==> src/rtl/ttc_pkg.sv <==
// Shared types and constants for the single-channel timer; 16-bit data, 4-bit offsets, fixed map
`default_nettype none

package ttc_pkg;

  // --------------------------------------------------------------------------
  // Vector types
  // --------------------------------------------------------------------------
  typedef logic [15:0] data_t;       // Bus data, count and compare values
  typedef logic [3:0]  addr_t;       // Register offset
  typedef logic [6:0]  cntr_ctrl_t;  // Counter control register
  typedef logic [4:0]  clk_ctrl_t;   // Prescale enable plus divide exponent
  typedef logic [4:0]  intr_t;       // One bit per counter event

  // --------------------------------------------------------------------------
  // Register offsets
  // --------------------------------------------------------------------------
  localparam addr_t ADDR_CLK_CTRL  = 4'd0;
  localparam addr_t ADDR_CNTR_CTRL = 4'd1;
  localparam addr_t ADDR_INTERVAL  = 4'd2;
  localparam addr_t ADDR_MATCH1    = 4'd3;
  localparam addr_t ADDR_MATCH2    = 4'd4;
  localparam addr_t ADDR_MATCH3    = 4'd5;
  localparam addr_t ADDR_COUNT     = 4'd6;  // Read only
  localparam addr_t ADDR_INTR_STAT = 4'd7;  // Write one to clear
  localparam addr_t ADDR_INTR_EN   = 4'd8;

  // Clock control fields
  localparam int CLK_PS_EN   = 0;  // Prescale enable
  localparam int CLK_EXP_LSB = 1;  // Exponent occupies bits 4..1

  // Counter control bits
  localparam int CTRL_DIS      = 0;  // Disable, active high
  localparam int CTRL_INTERVAL = 1;  // Interval mode, else overflow
  localparam int CTRL_DECR     = 2;  // Count down
  localparam int CTRL_MATCH    = 3;  // Match compare on
  localparam int CTRL_RESTART  = 4;  // Self-clearing reload
  localparam int CTRL_WAVE_DIS = 5;  // Stored only
  localparam int CTRL_WAVE_POL = 6;  // Stored only

  // Interrupt vector bits
  localparam int INTR_INTERVAL = 0;
  localparam int INTR_MATCH1   = 1;
  localparam int INTR_MATCH2   = 2;
  localparam int INTR_MATCH3   = 3;
  localparam int INTR_OVERFLOW = 4;

  // Reset value of counter control, disabled and nothing else
  localparam cntr_ctrl_t CNTR_CTRL_RST = 7'b000_0001;

endpackage

`default_nettype wire

==> src/rtl/ttc_reg_ctrl.sv <==
// Bus decode for single-cycle strobes only; no wait states, undefined offsets read zero
`timescale 1ns/1ps
`default_nettype none

module ttc_reg_ctrl (
  input  logic                  pclk3,
  input  logic                  n_p_reset3,
  input  logic                  wr_stb,         // One-cycle write strobe
  input  logic                  rd_stb,         // One-cycle read strobe
  input  ttc_pkg::addr_t        addr,
  input  ttc_pkg::data_t        wdata,
  // Readback from the datapath
  input  ttc_pkg::clk_ctrl_t    clk_ctrl,
  input  ttc_pkg::cntr_ctrl_t   cntr_ctrl,
  input  ttc_pkg::data_t        interval,
  input  ttc_pkg::data_t        match1,
  input  ttc_pkg::data_t        match2,
  input  ttc_pkg::data_t        match3,
  input  ttc_pkg::data_t        count_val,
  input  ttc_pkg::intr_t        intr_stat,
  input  ttc_pkg::intr_t        intr_en,
  // Write select strobes
  output logic                  clk_ctrl_sel,
  output logic                  cntr_ctrl_sel,
  output logic                  interval_sel,
  output logic                  match1_sel,
  output logic                  match2_sel,
  output logic                  match3_sel,
  output logic                  intr_en_sel,
  output logic                  intr_clr_sel,
  // Read return
  output ttc_pkg::data_t        rd_data,
  output logic                  rd_valid
);

  ttc_pkg::data_t rd_mux;  // Zero-extended value at the current offset

  // --------------------------------------------------------------------------
  // Write decode
  // --------------------------------------------------------------------------
  // Combinational so the register takes wdata on the strobe edge
  always_comb
  begin
    clk_ctrl_sel  = 1'b0;
    cntr_ctrl_sel = 1'b0;
    interval_sel  = 1'b0;
    match1_sel    = 1'b0;
    match2_sel    = 1'b0;
    match3_sel    = 1'b0;
    intr_en_sel   = 1'b0;
    intr_clr_sel  = 1'b0;
    if (wr_stb)
    begin
      case (addr)
        ttc_pkg::ADDR_CLK_CTRL:  clk_ctrl_sel  = 1'b1;
        ttc_pkg::ADDR_CNTR_CTRL: cntr_ctrl_sel = 1'b1;
        ttc_pkg::ADDR_INTERVAL:  interval_sel  = 1'b1;
        ttc_pkg::ADDR_MATCH1:    match1_sel    = 1'b1;
        ttc_pkg::ADDR_MATCH2:    match2_sel    = 1'b1;
        ttc_pkg::ADDR_MATCH3:    match3_sel    = 1'b1;
        ttc_pkg::ADDR_INTR_STAT: intr_clr_sel  = 1'b1;  // Write one to clear
        ttc_pkg::ADDR_INTR_EN:   intr_en_sel   = 1'b1;
        default:                 ;                      // Count and holes ignore writes
      endcase
    end
  end

  // --------------------------------------------------------------------------
  // Read mux and return register
  // --------------------------------------------------------------------------
  always_comb
  begin
    case (addr)
      ttc_pkg::ADDR_CLK_CTRL:  rd_mux = ttc_pkg::data_t'(clk_ctrl);
      ttc_pkg::ADDR_CNTR_CTRL: rd_mux = ttc_pkg::data_t'(cntr_ctrl);
      ttc_pkg::ADDR_INTERVAL:  rd_mux = interval;
      ttc_pkg::ADDR_MATCH1:    rd_mux = match1;
      ttc_pkg::ADDR_MATCH2:    rd_mux = match2;
      ttc_pkg::ADDR_MATCH3:    rd_mux = match3;
      ttc_pkg::ADDR_COUNT:     rd_mux = count_val;
      ttc_pkg::ADDR_INTR_STAT: rd_mux = ttc_pkg::data_t'(intr_stat);
      ttc_pkg::ADDR_INTR_EN:   rd_mux = ttc_pkg::data_t'(intr_en);
      default:                 rd_mux = '0;  // Unmapped offset
    endcase
  end

  always_ff @(posedge pclk3 or negedge n_p_reset3)
  begin : p_rd_ret
    if (!n_p_reset3)
    begin
      rd_data  <= '0;
      rd_valid <= 1'b0;
    end
    else
    begin
      rd_valid <= rd_stb;      // Exactly one cycle after the strobe
      if (rd_stb)
        rd_data <= rd_mux;     // Held until the next read
    end
  end

endmodule

`default_nettype wire

==> src/rtl/ttc_prescaler.sv <==
// Power-of-two prescaler; period 2^(exponent+1) up to 65536 cycles, divider restarts on write
`timescale 1ns/1ps
`default_nettype none

module ttc_prescaler (
  input  logic                pclk3,
  input  logic                n_p_reset3,
  input  logic                clk_ctrl_sel,  // Clock control write
  input  ttc_pkg::data_t      wdata,
  output ttc_pkg::clk_ctrl_t  clk_ctrl,
  output logic                count_en       // Counter step enable
);

  ttc_pkg::data_t div_cnt;   // Free divide counter
  ttc_pkg::data_t div_mask;  // Terminal value 2^(n+1)-1
  logic [3:0]     div_exp;

  assign div_exp  = clk_ctrl[ttc_pkg::CLK_EXP_LSB +: 4];
  // 2 << 15 still fits before the trim back to 16 bits
  assign div_mask = ttc_pkg::data_t'((32'd2 << div_exp) - 32'd1);

  // Pulse on wrap, or every cycle with prescaling off
  assign count_en = ~clk_ctrl[ttc_pkg::CLK_PS_EN] | (div_cnt == div_mask);

  always_ff @(posedge pclk3 or negedge n_p_reset3)
  begin : p_div
    if (!n_p_reset3)
    begin
      clk_ctrl <= '0;
      div_cnt  <= '0;
    end
    else if (clk_ctrl_sel)
    begin
      clk_ctrl <= wdata[4:0];
      div_cnt  <= '0;                  // Restart on any write
    end
    else if (div_cnt == div_mask)
      div_cnt <= '0;                   // Wrap at the power of two
    else
      div_cnt <= div_cnt + 16'd1;
  end

endmodule

`default_nettype wire

==> src/rtl/ttc_counter.sv <==
// 16-bit up/down counter with interval and overflow modes; interval value assumed static while running
`timescale 1ns/1ps
`default_nettype none

module ttc_counter (
  input  logic                 pclk3,
  input  logic                 n_p_reset3,
  input  logic                 count_en,       // From the prescaler
  input  ttc_pkg::data_t       wdata,
  input  logic                 cntr_ctrl_sel,
  input  logic                 interval_sel,
  input  logic                 match1_sel,
  input  logic                 match2_sel,
  input  logic                 match3_sel,
  output ttc_pkg::cntr_ctrl_t  cntr_ctrl,
  output ttc_pkg::data_t       interval,
  output ttc_pkg::data_t       match1,
  output ttc_pkg::data_t       match2,
  output ttc_pkg::data_t       match3,
  output ttc_pkg::data_t       count_val,
  output ttc_pkg::intr_t       intr_event      // Raw events, one per bit
);

  logic           counting;      // Has stepped since last restart
  logic           restart_pend;  // Restart acted on at the last edge
  logic           ev_gate;       // Events allowed this cycle
  logic           cnt_zero;
  ttc_pkg::data_t wrap_top;      // Upper end of the count range
  ttc_pkg::data_t cnt_next;

  // --------------------------------------------------------------------------
  // Event outputs
  // --------------------------------------------------------------------------
  assign ev_gate  = counting & ~cntr_ctrl[ttc_pkg::CTRL_RESTART]
                  & ~cntr_ctrl[ttc_pkg::CTRL_DIS];
  assign cnt_zero = (count_val == '0);

  // Zero means interval or overflow depending on mode
  assign intr_event[ttc_pkg::INTR_INTERVAL] = ev_gate & cnt_zero
                                            & cntr_ctrl[ttc_pkg::CTRL_INTERVAL];
  assign intr_event[ttc_pkg::INTR_OVERFLOW] = ev_gate & cnt_zero
                                            & ~cntr_ctrl[ttc_pkg::CTRL_INTERVAL];
  assign intr_event[ttc_pkg::INTR_MATCH1]   = ev_gate & cntr_ctrl[ttc_pkg::CTRL_MATCH]
                                            & (count_val == match1);
  assign intr_event[ttc_pkg::INTR_MATCH2]   = ev_gate & cntr_ctrl[ttc_pkg::CTRL_MATCH]
                                            & (count_val == match2);
  assign intr_event[ttc_pkg::INTR_MATCH3]   = ev_gate & cntr_ctrl[ttc_pkg::CTRL_MATCH]
                                            & (count_val == match3);

  // --------------------------------------------------------------------------
  // Register writes
  // --------------------------------------------------------------------------
  // Bits 5 and 6 are only stored for readback
  always_ff @(posedge pclk3 or negedge n_p_reset3)
  begin : p_regs
    if (!n_p_reset3)
    begin
      cntr_ctrl <= ttc_pkg::CNTR_CTRL_RST;
      interval  <= '0;
      match1    <= '0;
      match2    <= '0;
      match3    <= '0;
    end
    else
    begin
      if (cntr_ctrl_sel)
        cntr_ctrl <= wdata[6:0];                   // Bus write wins
      else if (restart_pend)
        cntr_ctrl[ttc_pkg::CTRL_RESTART] <= 1'b0;  // Self clear after reload
      if (interval_sel)
        interval <= wdata;
      if (match1_sel)
        match1 <= wdata;
      if (match2_sel)
        match2 <= wdata;
      if (match3_sel)
        match3 <= wdata;
    end
  end

  // --------------------------------------------------------------------------
  // Next count
  // --------------------------------------------------------------------------
  assign wrap_top = cntr_ctrl[ttc_pkg::CTRL_INTERVAL] ? interval : 16'hFFFF;

  always_comb
  begin
    cnt_next = count_val;
    if (cntr_ctrl[ttc_pkg::CTRL_RESTART])
    begin
      // Reload, zero going up, top of range going down
      if (cntr_ctrl[ttc_pkg::CTRL_DECR])
        cnt_next = wrap_top;
      else
        cnt_next = '0;
    end
    else if (!cntr_ctrl[ttc_pkg::CTRL_DIS])
    begin
      if (cntr_ctrl[ttc_pkg::CTRL_DECR])
      begin
        if (cnt_zero)
          cnt_next = wrap_top;                     // Underflow wraps to top
        else
          cnt_next = count_val - 16'd1;
      end
      else
      begin
        if (count_val == wrap_top)
          cnt_next = '0;                           // Wrap back to zero
        else
          cnt_next = count_val + 16'd1;
      end
    end
  end

  // Count state only moves on enabled edges
  always_ff @(posedge pclk3 or negedge n_p_reset3)
  begin : p_cntr
    if (!n_p_reset3)
    begin
      count_val <= '0;
      counting  <= 1'b0;
    end
    else if (count_en)
    begin
      count_val <= cnt_next;
      if (cntr_ctrl[ttc_pkg::CTRL_RESTART])
        counting <= 1'b0;                          // Hold off events after reload
      else if (!cntr_ctrl[ttc_pkg::CTRL_DIS])
        counting <= 1'b1;
    end
  end

  // One-cycle flag, clears the restart bit on the following edge
  always_ff @(posedge pclk3 or negedge n_p_reset3)
  begin : p_restart
    if (!n_p_reset3)
      restart_pend <= 1'b0;
    else
      restart_pend <= count_en & cntr_ctrl[ttc_pkg::CTRL_RESTART];
  end

endmodule

`default_nettype wire

==> src/rtl/ttc_intr_status.sv <==
// Sticky interrupt status with write-one-to-clear; a same-cycle event beats the clear
`timescale 1ns/1ps
`default_nettype none

module ttc_intr_status (
  input  logic            pclk3,
  input  logic            n_p_reset3,
  input  ttc_pkg::intr_t  intr_event,    // Raw counter events
  input  logic            intr_en_sel,   // Enable mask write
  input  logic            intr_clr_sel,  // Status clear write
  input  ttc_pkg::data_t  wdata,
  output ttc_pkg::intr_t  intr_stat,
  output ttc_pkg::intr_t  intr_en,
  output logic            irq
);

  ttc_pkg::intr_t clr_mask;  // Bits to drop this cycle

  assign clr_mask = intr_clr_sel ? wdata[4:0] : '0;

  // Level output, no extra register stage
  assign irq = |(intr_stat & intr_en);

  // --------------------------------------------------------------------------
  // Status and enable registers
  // --------------------------------------------------------------------------
  always_ff @(posedge pclk3 or negedge n_p_reset3)
  begin : p_stat
    if (!n_p_reset3)
      intr_stat <= '0;
    else
      intr_stat <= (intr_stat & ~clr_mask) | intr_event;  // Set has priority
  end

  always_ff @(posedge pclk3 or negedge n_p_reset3)
  begin : p_en
    if (!n_p_reset3)
      intr_en <= '0;
    else if (intr_en_sel)
      intr_en <= wdata[4:0];
  end

endmodule

`default_nettype wire

==> src/rtl/ttc_top.sv <==
// Single-channel timer top level; strobe bus with no back-pressure, waveform output not built
`timescale 1ns/1ps
`default_nettype none

module ttc_top (
  input  logic            pclk3,
  input  logic            n_p_reset3,
  input  logic            wr_stb,
  input  logic            rd_stb,
  input  ttc_pkg::addr_t  addr,
  input  ttc_pkg::data_t  wdata,
  output ttc_pkg::data_t  rd_data,
  output logic            rd_valid,
  output logic            irq       // Level interrupt
);

  // Select strobes
  logic clk_ctrl_sel;
  logic cntr_ctrl_sel;
  logic interval_sel;
  logic match1_sel;
  logic match2_sel;
  logic match3_sel;
  logic intr_en_sel;
  logic intr_clr_sel;

  // Readback and datapath links
  ttc_pkg::clk_ctrl_t  clk_ctrl;
  ttc_pkg::cntr_ctrl_t cntr_ctrl;
  ttc_pkg::data_t      interval;
  ttc_pkg::data_t      match1;
  ttc_pkg::data_t      match2;
  ttc_pkg::data_t      match3;
  ttc_pkg::data_t      count_val;
  ttc_pkg::intr_t      intr_stat;
  ttc_pkg::intr_t      intr_en;
  ttc_pkg::intr_t      intr_event;
  logic                count_en;

  // --------------------------------------------------------------------------
  // Bus side
  // --------------------------------------------------------------------------
  ttc_reg_ctrl u_reg_ctrl (
    .pclk3         (pclk3),
    .n_p_reset3    (n_p_reset3),
    .wr_stb        (wr_stb),
    .rd_stb        (rd_stb),
    .addr          (addr),
    .wdata         (wdata),
    .clk_ctrl      (clk_ctrl),
    .cntr_ctrl     (cntr_ctrl),
    .interval      (interval),
    .match1        (match1),
    .match2        (match2),
    .match3        (match3),
    .count_val     (count_val),
    .intr_stat     (intr_stat),
    .intr_en       (intr_en),
    .clk_ctrl_sel  (clk_ctrl_sel),
    .cntr_ctrl_sel (cntr_ctrl_sel),
    .interval_sel  (interval_sel),
    .match1_sel    (match1_sel),
    .match2_sel    (match2_sel),
    .match3_sel    (match3_sel),
    .intr_en_sel   (intr_en_sel),
    .intr_clr_sel  (intr_clr_sel),
    .rd_data       (rd_data),
    .rd_valid      (rd_valid)
  );

  // --------------------------------------------------------------------------
  // Datapath
  // --------------------------------------------------------------------------
  ttc_prescaler u_prescaler (
    .pclk3        (pclk3),
    .n_p_reset3   (n_p_reset3),
    .clk_ctrl_sel (clk_ctrl_sel),
    .wdata        (wdata),
    .clk_ctrl     (clk_ctrl),
    .count_en     (count_en)
  );

  ttc_counter u_counter (
    .pclk3         (pclk3),
    .n_p_reset3    (n_p_reset3),
    .count_en      (count_en),
    .wdata         (wdata),
    .cntr_ctrl_sel (cntr_ctrl_sel),
    .interval_sel  (interval_sel),
    .match1_sel    (match1_sel),
    .match2_sel    (match2_sel),
    .match3_sel    (match3_sel),
    .cntr_ctrl     (cntr_ctrl),
    .interval      (interval),
    .match1        (match1),
    .match2        (match2),
    .match3        (match3),
    .count_val     (count_val),
    .intr_event    (intr_event)
  );

  ttc_intr_status u_intr_status (
    .pclk3        (pclk3),
    .n_p_reset3   (n_p_reset3),
    .intr_event   (intr_event),
    .intr_en_sel  (intr_en_sel),
    .intr_clr_sel (intr_clr_sel),
    .wdata        (wdata),
    .intr_stat    (intr_stat),
    .intr_en      (intr_en),
    .irq          (irq)
  );

endmodule

`default_nettype wire

==> config.mk <==
export PLATFORM = sky130hd
export DESIGN_NAME = ttc_top
export DESIGN_NICKNAME = d
export VERILOG_FILES = /design/src/rtl/ttc_pkg.sv /design/src/rtl/ttc_reg_ctrl.sv /design/src/rtl/ttc_prescaler.sv /design/src/rtl/ttc_counter.sv /design/src/rtl/ttc_intr_status.sv /design/src/rtl/ttc_top.sv
export SDC_FILE = /design/constraint.sdc
export NUM_CORES = 1
export LEC_CHECK = 0
export BUFFER_PORTS_ARGS = -buffer_cell sky130_fd_sc_hd__buf_2
export CAP_MARGIN = 20
export CORE_ASPECT_RATIO = 1.1
export CORE_MARGIN = 5
export CORE_UTILIZATION = 53
export CTS_BUF_LIST = sky130_fd_sc_hd__clkbuf_4
export CTS_CLUSTER_SIZE = 25
export DETAILED_ROUTE_END_ITERATION = 10
export PLACE_DENSITY = 0.74
export SYNTH_ARGS = -nofsm -noshare
export SYNTH_HDL_FRONTEND = slang
export SYNTH_SLANG_ARGS = --single-unit
==> constraint.sdc <==
create_clock -name pclk3 -period 4.95 [get_ports pclk3]
set_clock_uncertainty 0.2 [all_clocks]
set_input_delay 0.99 -clock pclk3 [delete_from_list [all_inputs] [get_ports pclk3]]
set_output_delay 0.99 -clock pclk3 [all_outputs]
set_load 0.01 [all_outputs]
# ---- Yosys cells after proc, flatten, opt, wreduce, memory -nomap -nowiden
# Cells that the tools add are included.
dict set report word_totals {
  reg_bits 137
  in_bits 24
  out_inout_bits 18
  word_cells 89
}
dict set report op_classes {
  addsub 4
  n_eq_ne 14
  shift 1
  muxes 31
  bitwise 19
  n_reduce_logical 5
}
# operator count
set op_table {}
lappend op_table {{$mux W16} 9}
lappend op_table {{$pmux W16 S9} 1}
lappend op_table {{$eq A16 B16 Y1} 5}
lappend op_table {{$add A16 B1 Y16 const B} 2}
lappend op_table {{$sub A16 B1 Y16 const B} 2}
lappend op_table {{$mux W1} 20}
lappend op_table {{$eq A4 B3 Y1 const B} 4}
lappend op_table {{$logic_not A16 Y1} 1}
lappend op_table {{$shl A2 B4 Y16 const A} 1}
lappend op_table {{$and A1 B1 Y1} 10}
lappend op_table {{$and A5 B5 Y5} 2}
lappend op_table {{$eq A4 B2 Y1 const B} 2}
lappend op_table {{$mux W5} 1}
lappend op_table {{$not A5 Y5} 1}
lappend op_table {{$or A5 B5 Y5} 1}
lappend op_table {{$reduce_or A5 Y1} 1}
lappend op_table {{$eq A4 B1 Y1 const B} 1}
lappend op_table {{$eq A4 B4 Y1 const B} 1}
lappend op_table {{$logic_not A4 Y1} 1}
lappend op_table {{$not A1 Y1} 4}
lappend op_table {{$ne A2 B1 Y1 const B} 1}
lappend op_table {{$reduce_and A2 Y1} 1}
lappend op_table {{$reduce_bool A2 Y1} 1}
lappend op_table {{$or A1 B1 Y1} 1}

# ---- Depth between registers and ports, before layout
# Gate-level depths: netlist of the first run.
dict set report depth {
  ltp_word 7
  ltp_mapped 15
}

# ---- Modules after synthesis
# A second synthesis of the first run with hierarchy kept.
dict set report unflattened {
  cells_unflattened 919
  area_unflattened_um2 9029.9
}
# mod n_inst cells_per_inst area_per_inst_um2 seq_area_each_um2
set by_module_without_submodules {}
lappend by_module_without_submodules {ttc_counter 1 534 5317.6 2228.4}
lappend by_module_without_submodules {ttc_prescaler 1 186 1681.6 525.5}
lappend by_module_without_submodules {ttc_reg_ctrl 1 171 1646.6 425.4}
lappend by_module_without_submodules {ttc_intr_status 1 28 384.1 250.2}

# ---- Worst setup path before layout of the first run
# OpenSTA, ideal clock, no wires.
dict set report synth_timing {
  path_kind {flip-flop to flip-flop}
  from {reg u_prescaler.clk_ctrl[2]}
  to {reg u_counter.count_val[1]}
  setup_ps 124
  t_arrival_ps 2833
  slack_ps 1793
  path_stages_with_launch 14
  path_buffers 3
  synth_period_minus_slack_ps 3157
  path_cell_list {dfrtp_1 > buf_2 > nor4_2 > inv_1 > ha_1 > buf_2 > xnor2_1 > xnor2_1 > a2111oi_2 > o2111ai_1 > o41a_1 > buf_2 > a211oi_2 > a21oi_1}
}
dict set report synth_between {
  elab_chain_len 5
}
# item line_no
set synth_rtl {}
lappend synth_rtl {{start, declared} ttc_prescaler.sv:10} ;# output ttc_pkg::clk_ctrl_t clk_ctrl,
lappend synth_rtl {{start signal, assigned} ttc_prescaler.sv:34} ;# clk_ctrl <= wdata[4:0];
lappend synth_rtl {{$shl A2 B4 Y16} ttc_prescaler.sv:20} ;# assign div_mask = ttc_pkg::data_t'((32'd2 << div_exp) - 32'd1);
lappend synth_rtl {{$sub A16 B1 Y16} ttc_prescaler.sv:20}
lappend synth_rtl {{$eq A16 B16 Y1} ttc_prescaler.sv:23} ;# assign count_en = ~clk_ctrl[ttc_pkg::CLK_PS_EN] | (div_cnt == div_mask);
lappend synth_rtl {{$or A1 B1 Y1} ttc_prescaler.sv:23}
lappend synth_rtl {{$reduce_and A2 Y1 (no line)} n/a}
lappend synth_rtl {{end signal, assigned} ttc_counter.sv:126} ;# count_val <= cnt_next;
lappend synth_rtl {{end, declared} ttc_counter.sv:20} ;# output ttc_pkg::data_t count_val,
# Every way passes these cells.
# A chain may end at the register's enable or synchronous reset.

# ---- Final worst setup path of the first run
dict set report layout_timing {
  from {reg u_prescaler.clk_ctrl[1]}
  to {reg u_counter.count_val[4]}
}
# The elaborated chain is that of the path after synthesis.

==> summary.md, run 1 <==
| Metric | Value |
|---|---|
| Mean Syn Cell Area | `just under 10 µm²` |
| Num Clock Sinks | `between 100 and 150` |
| Fin. Hold Viols | `0` |
| Clock transition at path regs | `between 0.1 and 0.15 ns` |
| Library cells used by synthesis | `75` |
| Mapped Cells | `around 860` |
| GRT Resource Usage Total | `between 20% and 30%` |
| I/O Buffers | `41` |
| Worst-path maximum fanout | `27` |
| Syn Nets | `~880` |
| Largest net degree at the start of global routing | `84` |
| Die ar. | `approximately 18000 µm²` |
| Register Area | `3430 µm²` |
| P_int | `~0.0023 W` |
| Slew @ Worst Pin | `0.928 ns` |
| Max transition margin | `between 30 and 40%` |
| Top cells by area, synth | `dfrtp_1 41%, mux2_2 10%, xor2_1 5.6%` |
| Synthesis warning total | `0` |
| NetSw | `between 0.0015 and 0.002 W` |
| Routability-driven placement congestion ratio | `about 0.88` |
| Seq cells post-synth | `approximately 140` |
| Main synth FF type | `dfrtp_1` |
| CTS buffer count | `17` |
| Reg2reg start | `u_prescaler.clk_ctrl[1]$_DFFE_PN0P_` |
| Routed WL | `roughly 22 mm` |
| Data arrival time of the worst path | `3.91 ns` |
| Die height | `~140 µm` |
| Area Growth Syn to Fin | `7.01%` |
| Synth area leader | `dfrtp_1` |
| Peak VDD IR | `approximately 0.21 mV` |
| Top Family by Delay on Critical Path | `compound AO/OA/AOI/OAI gates` |
| Setup TNS | `0 ns` |
| Area occupied by multi-input gates | `4530 µm²` |
| Initial antenna violation count | `1` |
| Setup crit start | `u_prescaler.clk_ctrl[1]$_DFFE_PN0P_` |
| Starting DRT DRC Count | `~820` |
| Num rows | `48` |
| ANT nets after route | `0` |
| Fin crit share | `between 70% and 80%` |
| Pwr Total | `0.00423 W` |
| Total of max-cap violations | `0` |
| Crit start category | `flip-flop` |
| Critical Path Max Stage Delay | `between 0.5 and 0.6 ns` |
| Via count | `about 7000` |
| Fraction of registers with async set/reset | `100%` |
| Syn Std Cell Area | `between 8000 and 9000 µm²` |
| Worst Setup EP | `u_counter.count_val[4]$_DFFE_PN0P_` |
| EDFF count, synth | `0` |
| Clk_lat worst skew | `just under 0.6 ns` |
| Die W | `130 µm` |
| Worst Reg2Reg Path Length in Cells | `11` |
| Buffers plus inverters on the worst setup path | `2` |
| H-tree Lvls | `4` |
| Seq pwr share | `approximately 47%` |
| Reg2Reg Setup Slack | `1.30 ns` |
| Slew Viols, Final | `0` |
| Hold Crit Class | `primary input to asynchronous set/reset pin` |
| Sequential fraction of the synthesis area | `between 40 and 50%` |
| Initial Utilization | `a little over half` |
| CTS Hold Bufs | `0` |
| Reg2reg end | `u_counter.count_val[4]$_DFFE_PN0P_` |
| Vias/cell | `6.51` |
| Core region area | `15600 µm²` |
| Detailed Place HPWL | `approximately 15 mm` |
| First-pass GRT wire length | `approximately 36 mm` |
| RSZ-0062 raised after global routing | `false` |
| Drt pass-1 iters | `7` |
| Number of global-route vias before repair | `between 6000 and 7000` |
| Req. time, crit path | `~5.2 ns` |
| Switching Share | `44.4%` |
| Global route overflow | `0` |
| # setup viols final | `0` |
| CTS tree | `yes` |
| Critical-path cell list | `nor4_2, inv_1, ha_1, xnor2_1, xnor2_1, a2111oi_2, o2111ai_1, o41a_1, buf_16, o21ai_1, o21ai_1` |
| Yosys top cell area share | `40.6%` |
| Combinational share of power | `between 30% and 40%` |
| CP Depth | `11` |
| Share of cells above drive strength 1 | `around 20%` |
| Status | `finished, final reports clean` |
| # fillers | `1363` |
| # resized after CTS | `0` |
| Leak | `~3.7 nW` |
| Crit path kind | `flip-flop to flip-flop` |
| Fmax | `between 200 and 300 MHz` |
| NumNets Final | `between 800 and 900` |
| Clock Tree Buf Depth | `2` |
| Pwr/cell area | `around 470 nW/µm²` |
| Post-CTS Setup Bufs | `0` |
| WL per Instance | `20.6 µm` |
| Post-route minimum period | `between 3 and 4 ns` |
| Clock share of power | `18.3%` |
| Drt drc | `0` |
| CP Capture Type | `flip-flop` |
| Slowest CP cell | `dfrtp_1` |
| CTS root buf | `clkbuf_4` |
| Top Ports | `42` |
[through the flow]
step                      hold WS (ns)  utilization (%)  setup WS [ns]  cell area, µm²  std cells
final                            0.232             57.4           1.30            8960       1080
after global routing             0.288             57.4           1.12            8960       1080
after detailed placement         0.281             55.2           1.15            8630       1046
after CTS                        0.245             57.2           1.11            8930       1078
after global placement           0.285             55.2           1.27            8630       1046
after floorplan                  0.255                -           1.79            8380        856
[final cells by class]
class / instances / area share [%]
diodes: 1 / 0.0279
clock buffers: 17 / 1.42
clock inverters: 15 / 2.00
inverters: 32 / 1.34
multi-input cells: 624 / 50.5
flip-flops and latches: 137 / 38.3
well taps: 200 / 2.79
repair buffers: 54 / 3.67
[synth_stat cells, drive strengths merged, types with 6 or more instances]
master	n
dfrtp	136
mux2	75
nor2	56
xor2	54
nand2	52
o21ai	49
xnor2	38
clkbuf	35
inv	32
buf	28
nor3	28
nand3	22
a22oi	18
a21oi	15
and3	14
nor4	14
nor3b	12
a21o	11
nand4	11
o22ai	11
a211oi	10
a222oi	10
mux2i	9
and2	8
o221ai	7
a31oi	6
nor2b	6
o31a	6
or4	6
[cells by family (layout without fill, tap and decap cells)]
| logic type | after synthesis | in the layout | synth area share, % |
|---|---|---|---|
| fa+ha+maj | 4 | 4 | 0.597 |
| mux | 84 | 84 | 11.2 |
| xor+xnor | 92 | 92 | 9.62 |
| compound gates | 191 | 191 | 16.7 |
| other cells | 0 | 1 | 0 |
| simple gates | 253 | 253 | 16.0 |
| buf+inv | 95 | 118 | 5.03 |
| flops | 137 | 137 | 40.9 |
[power by group through the flow]
stage | registers [W] | logic, W | clock network [W]
floorplan | 0.00164 | 0.00137 | 0
CTS | 0.00197 | 0.00143 | 0.000781
global placement | 0.00198 | 0.00139 | 0
detailed placement | 0.00200 | 0.00142 | 0
finish | 0.00199 | 0.00147 | 0.000772
global route | 0.00203 | 0.00163 | 0.000828
[cells in the final DEF (no fill, tap or decap), types with 17 or more instances in the layout]
cell        n
dfrtp_1   136
mux2_2     75
nor2_1     56
xor2_1     54
nand2_1    52
buf_2      40
xnor2_1    38
inv_1      31
o21ai_1    29
nor3_1     28
nand3_1    22
o21ai_0    20
a22oi_1    18
clkbuf_4   17
[per-layer routing]
layer	vias up	part of all wire [%]	track usage (%)
met5	-	0	0
met4	0	2.7	9.19
met3	59	8.7	5.35
met2	363	47	39.4
met1	3458	42	33.9
li1	3155	-	-
[worst min path at each step]
stage | startpoint | to | cells after the start
final | n_p_reset3 | u_prescaler.div_cnt[10]$_DFF_PN0_ | 1
after global routing | n_p_reset3 | u_prescaler.div_cnt[10]$_DFF_PN0_ | 1
after CTS | n_p_reset3 | u_prescaler.div_cnt[10]$_DFF_PN0_ | 1
after detailed placement | u_counter.counting$_DFFE_PN0P_ | u_counter.counting$_DFFE_PN0P_ | 2
after global placement | u_counter.counting$_DFFE_PN0P_ | u_counter.counting$_DFFE_PN0P_ | 2
after floorplan | u_counter.counting$_DFFE_PN0P_ | u_counter.counting$_DFFE_PN0P_ | 2
[flip-flops by register name (all words and copies together) (netlist names)]
signal,cells
u_counter.restart_pend,1
u_prescaler.clk_ctrl,5
u_reg_ctrl.rd_valid,1
u_intr_status.intr_en,5
u_counter.match1,16
u_counter.cntr_ctrl,7
u_intr_status.intr_stat,5
u_counter.counting,1
u_counter.count_val,16
u_counter.interval,16
u_reg_ctrl.rd_data,16
u_prescaler.div_cnt,16
u_counter.match3,16
u_counter.match2,16
Note: power is estimated with default switching activity, not from simulation.
==> run 2: changes to the inputs <==
==> constraint.sdc (replaced) <==
create_clock -name pclk3 -period 3.45 [get_ports pclk3]
set_clock_uncertainty 0.2 [all_clocks]
set_input_delay 0.69 -clock pclk3 [delete_from_list [all_inputs] [get_ports pclk3]]
set_output_delay 0.69 -clock pclk3 [all_outputs]
set_load 0.01 [all_outputs]
==> run 2 against run 1 <==
  * Hold slack worse by 0.073 ns
  * Clock-buffer cell count stayed put
  * Critical path depth stayed put
  * Worst setup slack worse by 1.1 ns
  * Global-route usage is 0.38 points higher
  * Final area is 2.2% higher
  * Die area stayed put
  * Non-clock buffer count is 24 higher
  * First-iteration DRC count is 4.9% lower
  * Fmax is 12% higher
  * Routed wire length is 1.5% higher
  * Highest routed layer unchanged
==> summary.md, run 2 (synthesis gave the netlist of run 1 again) <==
| Metric | Value |
|---|---|
| Critical-path cell list | `nor4_2, inv_1, ha_2, and2_1, o2111a_1, a211oi_1, o2111ai_2, o41a_1, buf_4, o21ai_1, o21ai_1` |
| Critical Path Max Stage Delay | `~0.47 ns` |
| Fin. Hold Viols | `0` |
| H-tree Lvls | `4` |
| Slew Viols, Final | `0` |
| Initial Utilization | `a little over half` |
| First-pass GRT wire length | `between 30 and 40 mm` |
| Slew @ Worst Pin | `0.648 ns` |
| Total of max-cap violations | `0` |
| Fin worst setup slack | `around 0.19 ns` |
| Post-route minimum period | `approximately 3.3 ns` |
| Reg2reg start | `u_prescaler.clk_ctrl[4]$_DFFE_PN0P_` |
| Crit path kind | `flip-flop to flip-flop` |
| Area Growth Syn to Fin | `9.41%` |
| Share of cells above drive strength 1 | `22.1%` |
| Pwr Total | `~0.0062 W` |
| Worst Reg2Reg Path Length in Cells | `11` |
| Largest net degree at the start of global routing | `69` |
| Num Clock Sinks | `between 100 and 150` |
| Data arrival time of the worst path | `3.52 ns` |
| Detailed Place HPWL | `16.0 mm` |
| Reg2reg end | `u_counter.count_val[4]$_DFFE_PN0P_` |
| Area after DPL | `about 8800 µm²` |
| Num rows | `48` |
| Combinational share of power | `40.3%` |
| Commonest non-fill, non-tap cell in the layout | `dfrtp_1` |
| Clock Tree Buf Depth | `2` |
| Clock transition at path regs | `about 0.16 ns` |
| Leak | `~3.9 nW` |
| NetSw | `0.00272 W` |
| Die ar. | `about 18000 µm²` |
| P_int | `0.00347 W` |
| Via count | `7056` |
| Top Ports | `42` |
| Clock share of power | `17.8%` |
| Hold EP | `u_counter.interval[14]$_DFFE_PN0P_` |
| Fmax | `between 300 and 400 MHz` |
| Max transition margin | `a little under three fifths` |
| Slowest CP cell | `dfrtp_1` |
| Peak VDD IR | `between 0.3 and 0.4 mV` |
| Most frequent cells in the layout | `136 x dfrtp_1, 75 x mux2_2, 56 x nor2_1` |
| Pwr/cell area | `between 600 and 700 nW/µm²` |
| Seq pwr share | `41.9%` |
| Starting DRT DRC Count | `slightly below 800` |
| I/O Buffers | `41` |
| Initial antenna violation count | `1` |
| Number of global-route vias before repair | `around 6800` |
| CP Capture Type | `flip-flop` |
| Vias/cell | `about 6.4` |
| Routability-driven placement congestion ratio | `roughly 0.9` |
| # setup viols final | `0` |
| Core region area | `approximately 16000 µm²` |
| Pre-CTS WS | `slightly above 0.1 ns` |
| Hold Crit Class | `primary input to flip-flop` |
| Clk_lat worst skew | `between 0.5 and 0.6 ns` |
| Global route overflow | `0` |
| Crit start category | `flip-flop` |
| Worst-path maximum fanout | `32` |
| Final Instance Area | `between 9000 and 10000 µm²` |
| ANT nets after route | `0` |
| Buffers plus inverters on the worst setup path | `2` |
| Drt pass-1 iters | `6` |
| Die height | `roughly 140 µm` |
| Switching Share | `~44%` |
| Cell depth of the worst hold path | `2` |
| Post-CTS Setup Bufs | `0` |
| CTS tree | `yes` |
| Req. time, crit path | `3.71 ns` |
| Reg2Reg Setup Slack | `0.19 ns` |
| Routed WL | `approximately 23 mm` |
| NumNets Final | `918` |
| Hold Crit Start | `wdata[14]` |
| Drt drc | `0` |
| Status | `finished, final reports clean` |
| GRT Resource Usage Total | `roughly 25%` |
| Setup crit start | `u_prescaler.clk_ctrl[4]$_DFFE_PN0P_` |
| Die W | `between 100 and 150 µm` |
| Cell mode on critical path | `o21ai_1` |
| Top Family by Delay on Critical Path | `compound AO/OA/AOI/OAI gates` |
| Setup TNS | `0 ns` |
| Fin crit share | `between 90% and 100%` |
| RSZ-0062 raised after global routing | `false` |
| CTS buffer count | `17` |
| CTS root buf | `clkbuf_4` |
| WL per Instance | `slightly above 20 µm` |
[run 2: cell count changes in the layout (fill, tap and decap cells not counted), sizes merged]
cell	previous run	this run
inv	39	38
dlygate4sd3	0	1
clkinv	6	7
buf	54	77
[run 2: layer usage]
metal  part of all wire (%)  routed length (µm)  track usage (%)
met5                      0                   0                0
met4                    2.7                 605             8.32
met3                    7.3                1640             5.76
met2                     47               10600             40.1
met1                     43                9730             34.6
[run 2: per-stage QoR]
step / cells / hold slack [ns] / util [%]
floorplan: 856 / 0.194 / -
global placement: 1070 / 0.281 / 56.5
detailed placement: 1070 / 0.298 / 56.5
CTS: 1103 / 0.142 / 58.5
global route: 1104 / 0.151 / 58.7
finish: 1104 / 0.159 / 58.7
[run 2: power groups by stage]
stage                     clock network [W]  registers (W)  logic (W)
after floorplan                           0        0.00235    0.00196
after global placement                    0        0.00259    0.00239
after detailed placement                  0        0.00261    0.00244
after CTS                           0.00112        0.00258    0.00245
after global routing                0.00119        0.00265    0.00273
final                               0.00110        0.00260    0.00249
[run 2: worst reg2reg max path, delay by kind of cell, from the launching register on]
family,cells,cell delay [ns]
adders and majority gates,1,0.26
AOI/OAI and AO/OA,6,1.36
DFF,1,0.47
buffers and inverters,2,0.32
and+or+nand+nor,2,0.53
[run 2: final cells by class]
cell class | instances | area, µm²
Fill cell | 1359 | 6450
Multi-Input combinational cell | 624 | 4550
Sequential cell | 137 | 3430
Timing Repair Buffer | 78 | 504
Tap cell | 200 | 250
Clock inverter | 15 | 184
Clock buffer | 17 | 128
Inverter | 32 | 120
Antenna cell | 1 | 2.50
[run 2: worst max-delay path by stage]
stage / slack [ns] / cells after the start / to
floorplan: 0.29 / 13 / u_counter.count_val[1]$_DFFE_PN0P_
global placement: 0.25 / 11 / u_counter.count_val[9]$_DFFE_PN0P_
detailed placement: 0.10 / 11 / u_counter.count_val[4]$_DFFE_PN0P_
CTS: 0.06 / 11 / u_counter.count_val[4]$_DFFE_PN0P_
global route: 0.04 / 11 / u_counter.count_val[10]$_DFFE_PN0P_
finish: 0.19 / 11 / u_counter.count_val[4]$_DFFE_PN0P_
[run 2: what timing repair did]
action / 4_1_cts / 5_1_grt
hold buffers: 1 / 0
gates resized for setup: 0 / 3
endpoints found under the setup margin: 0 / 16
endpoints found under the hold margin: 65 / 0
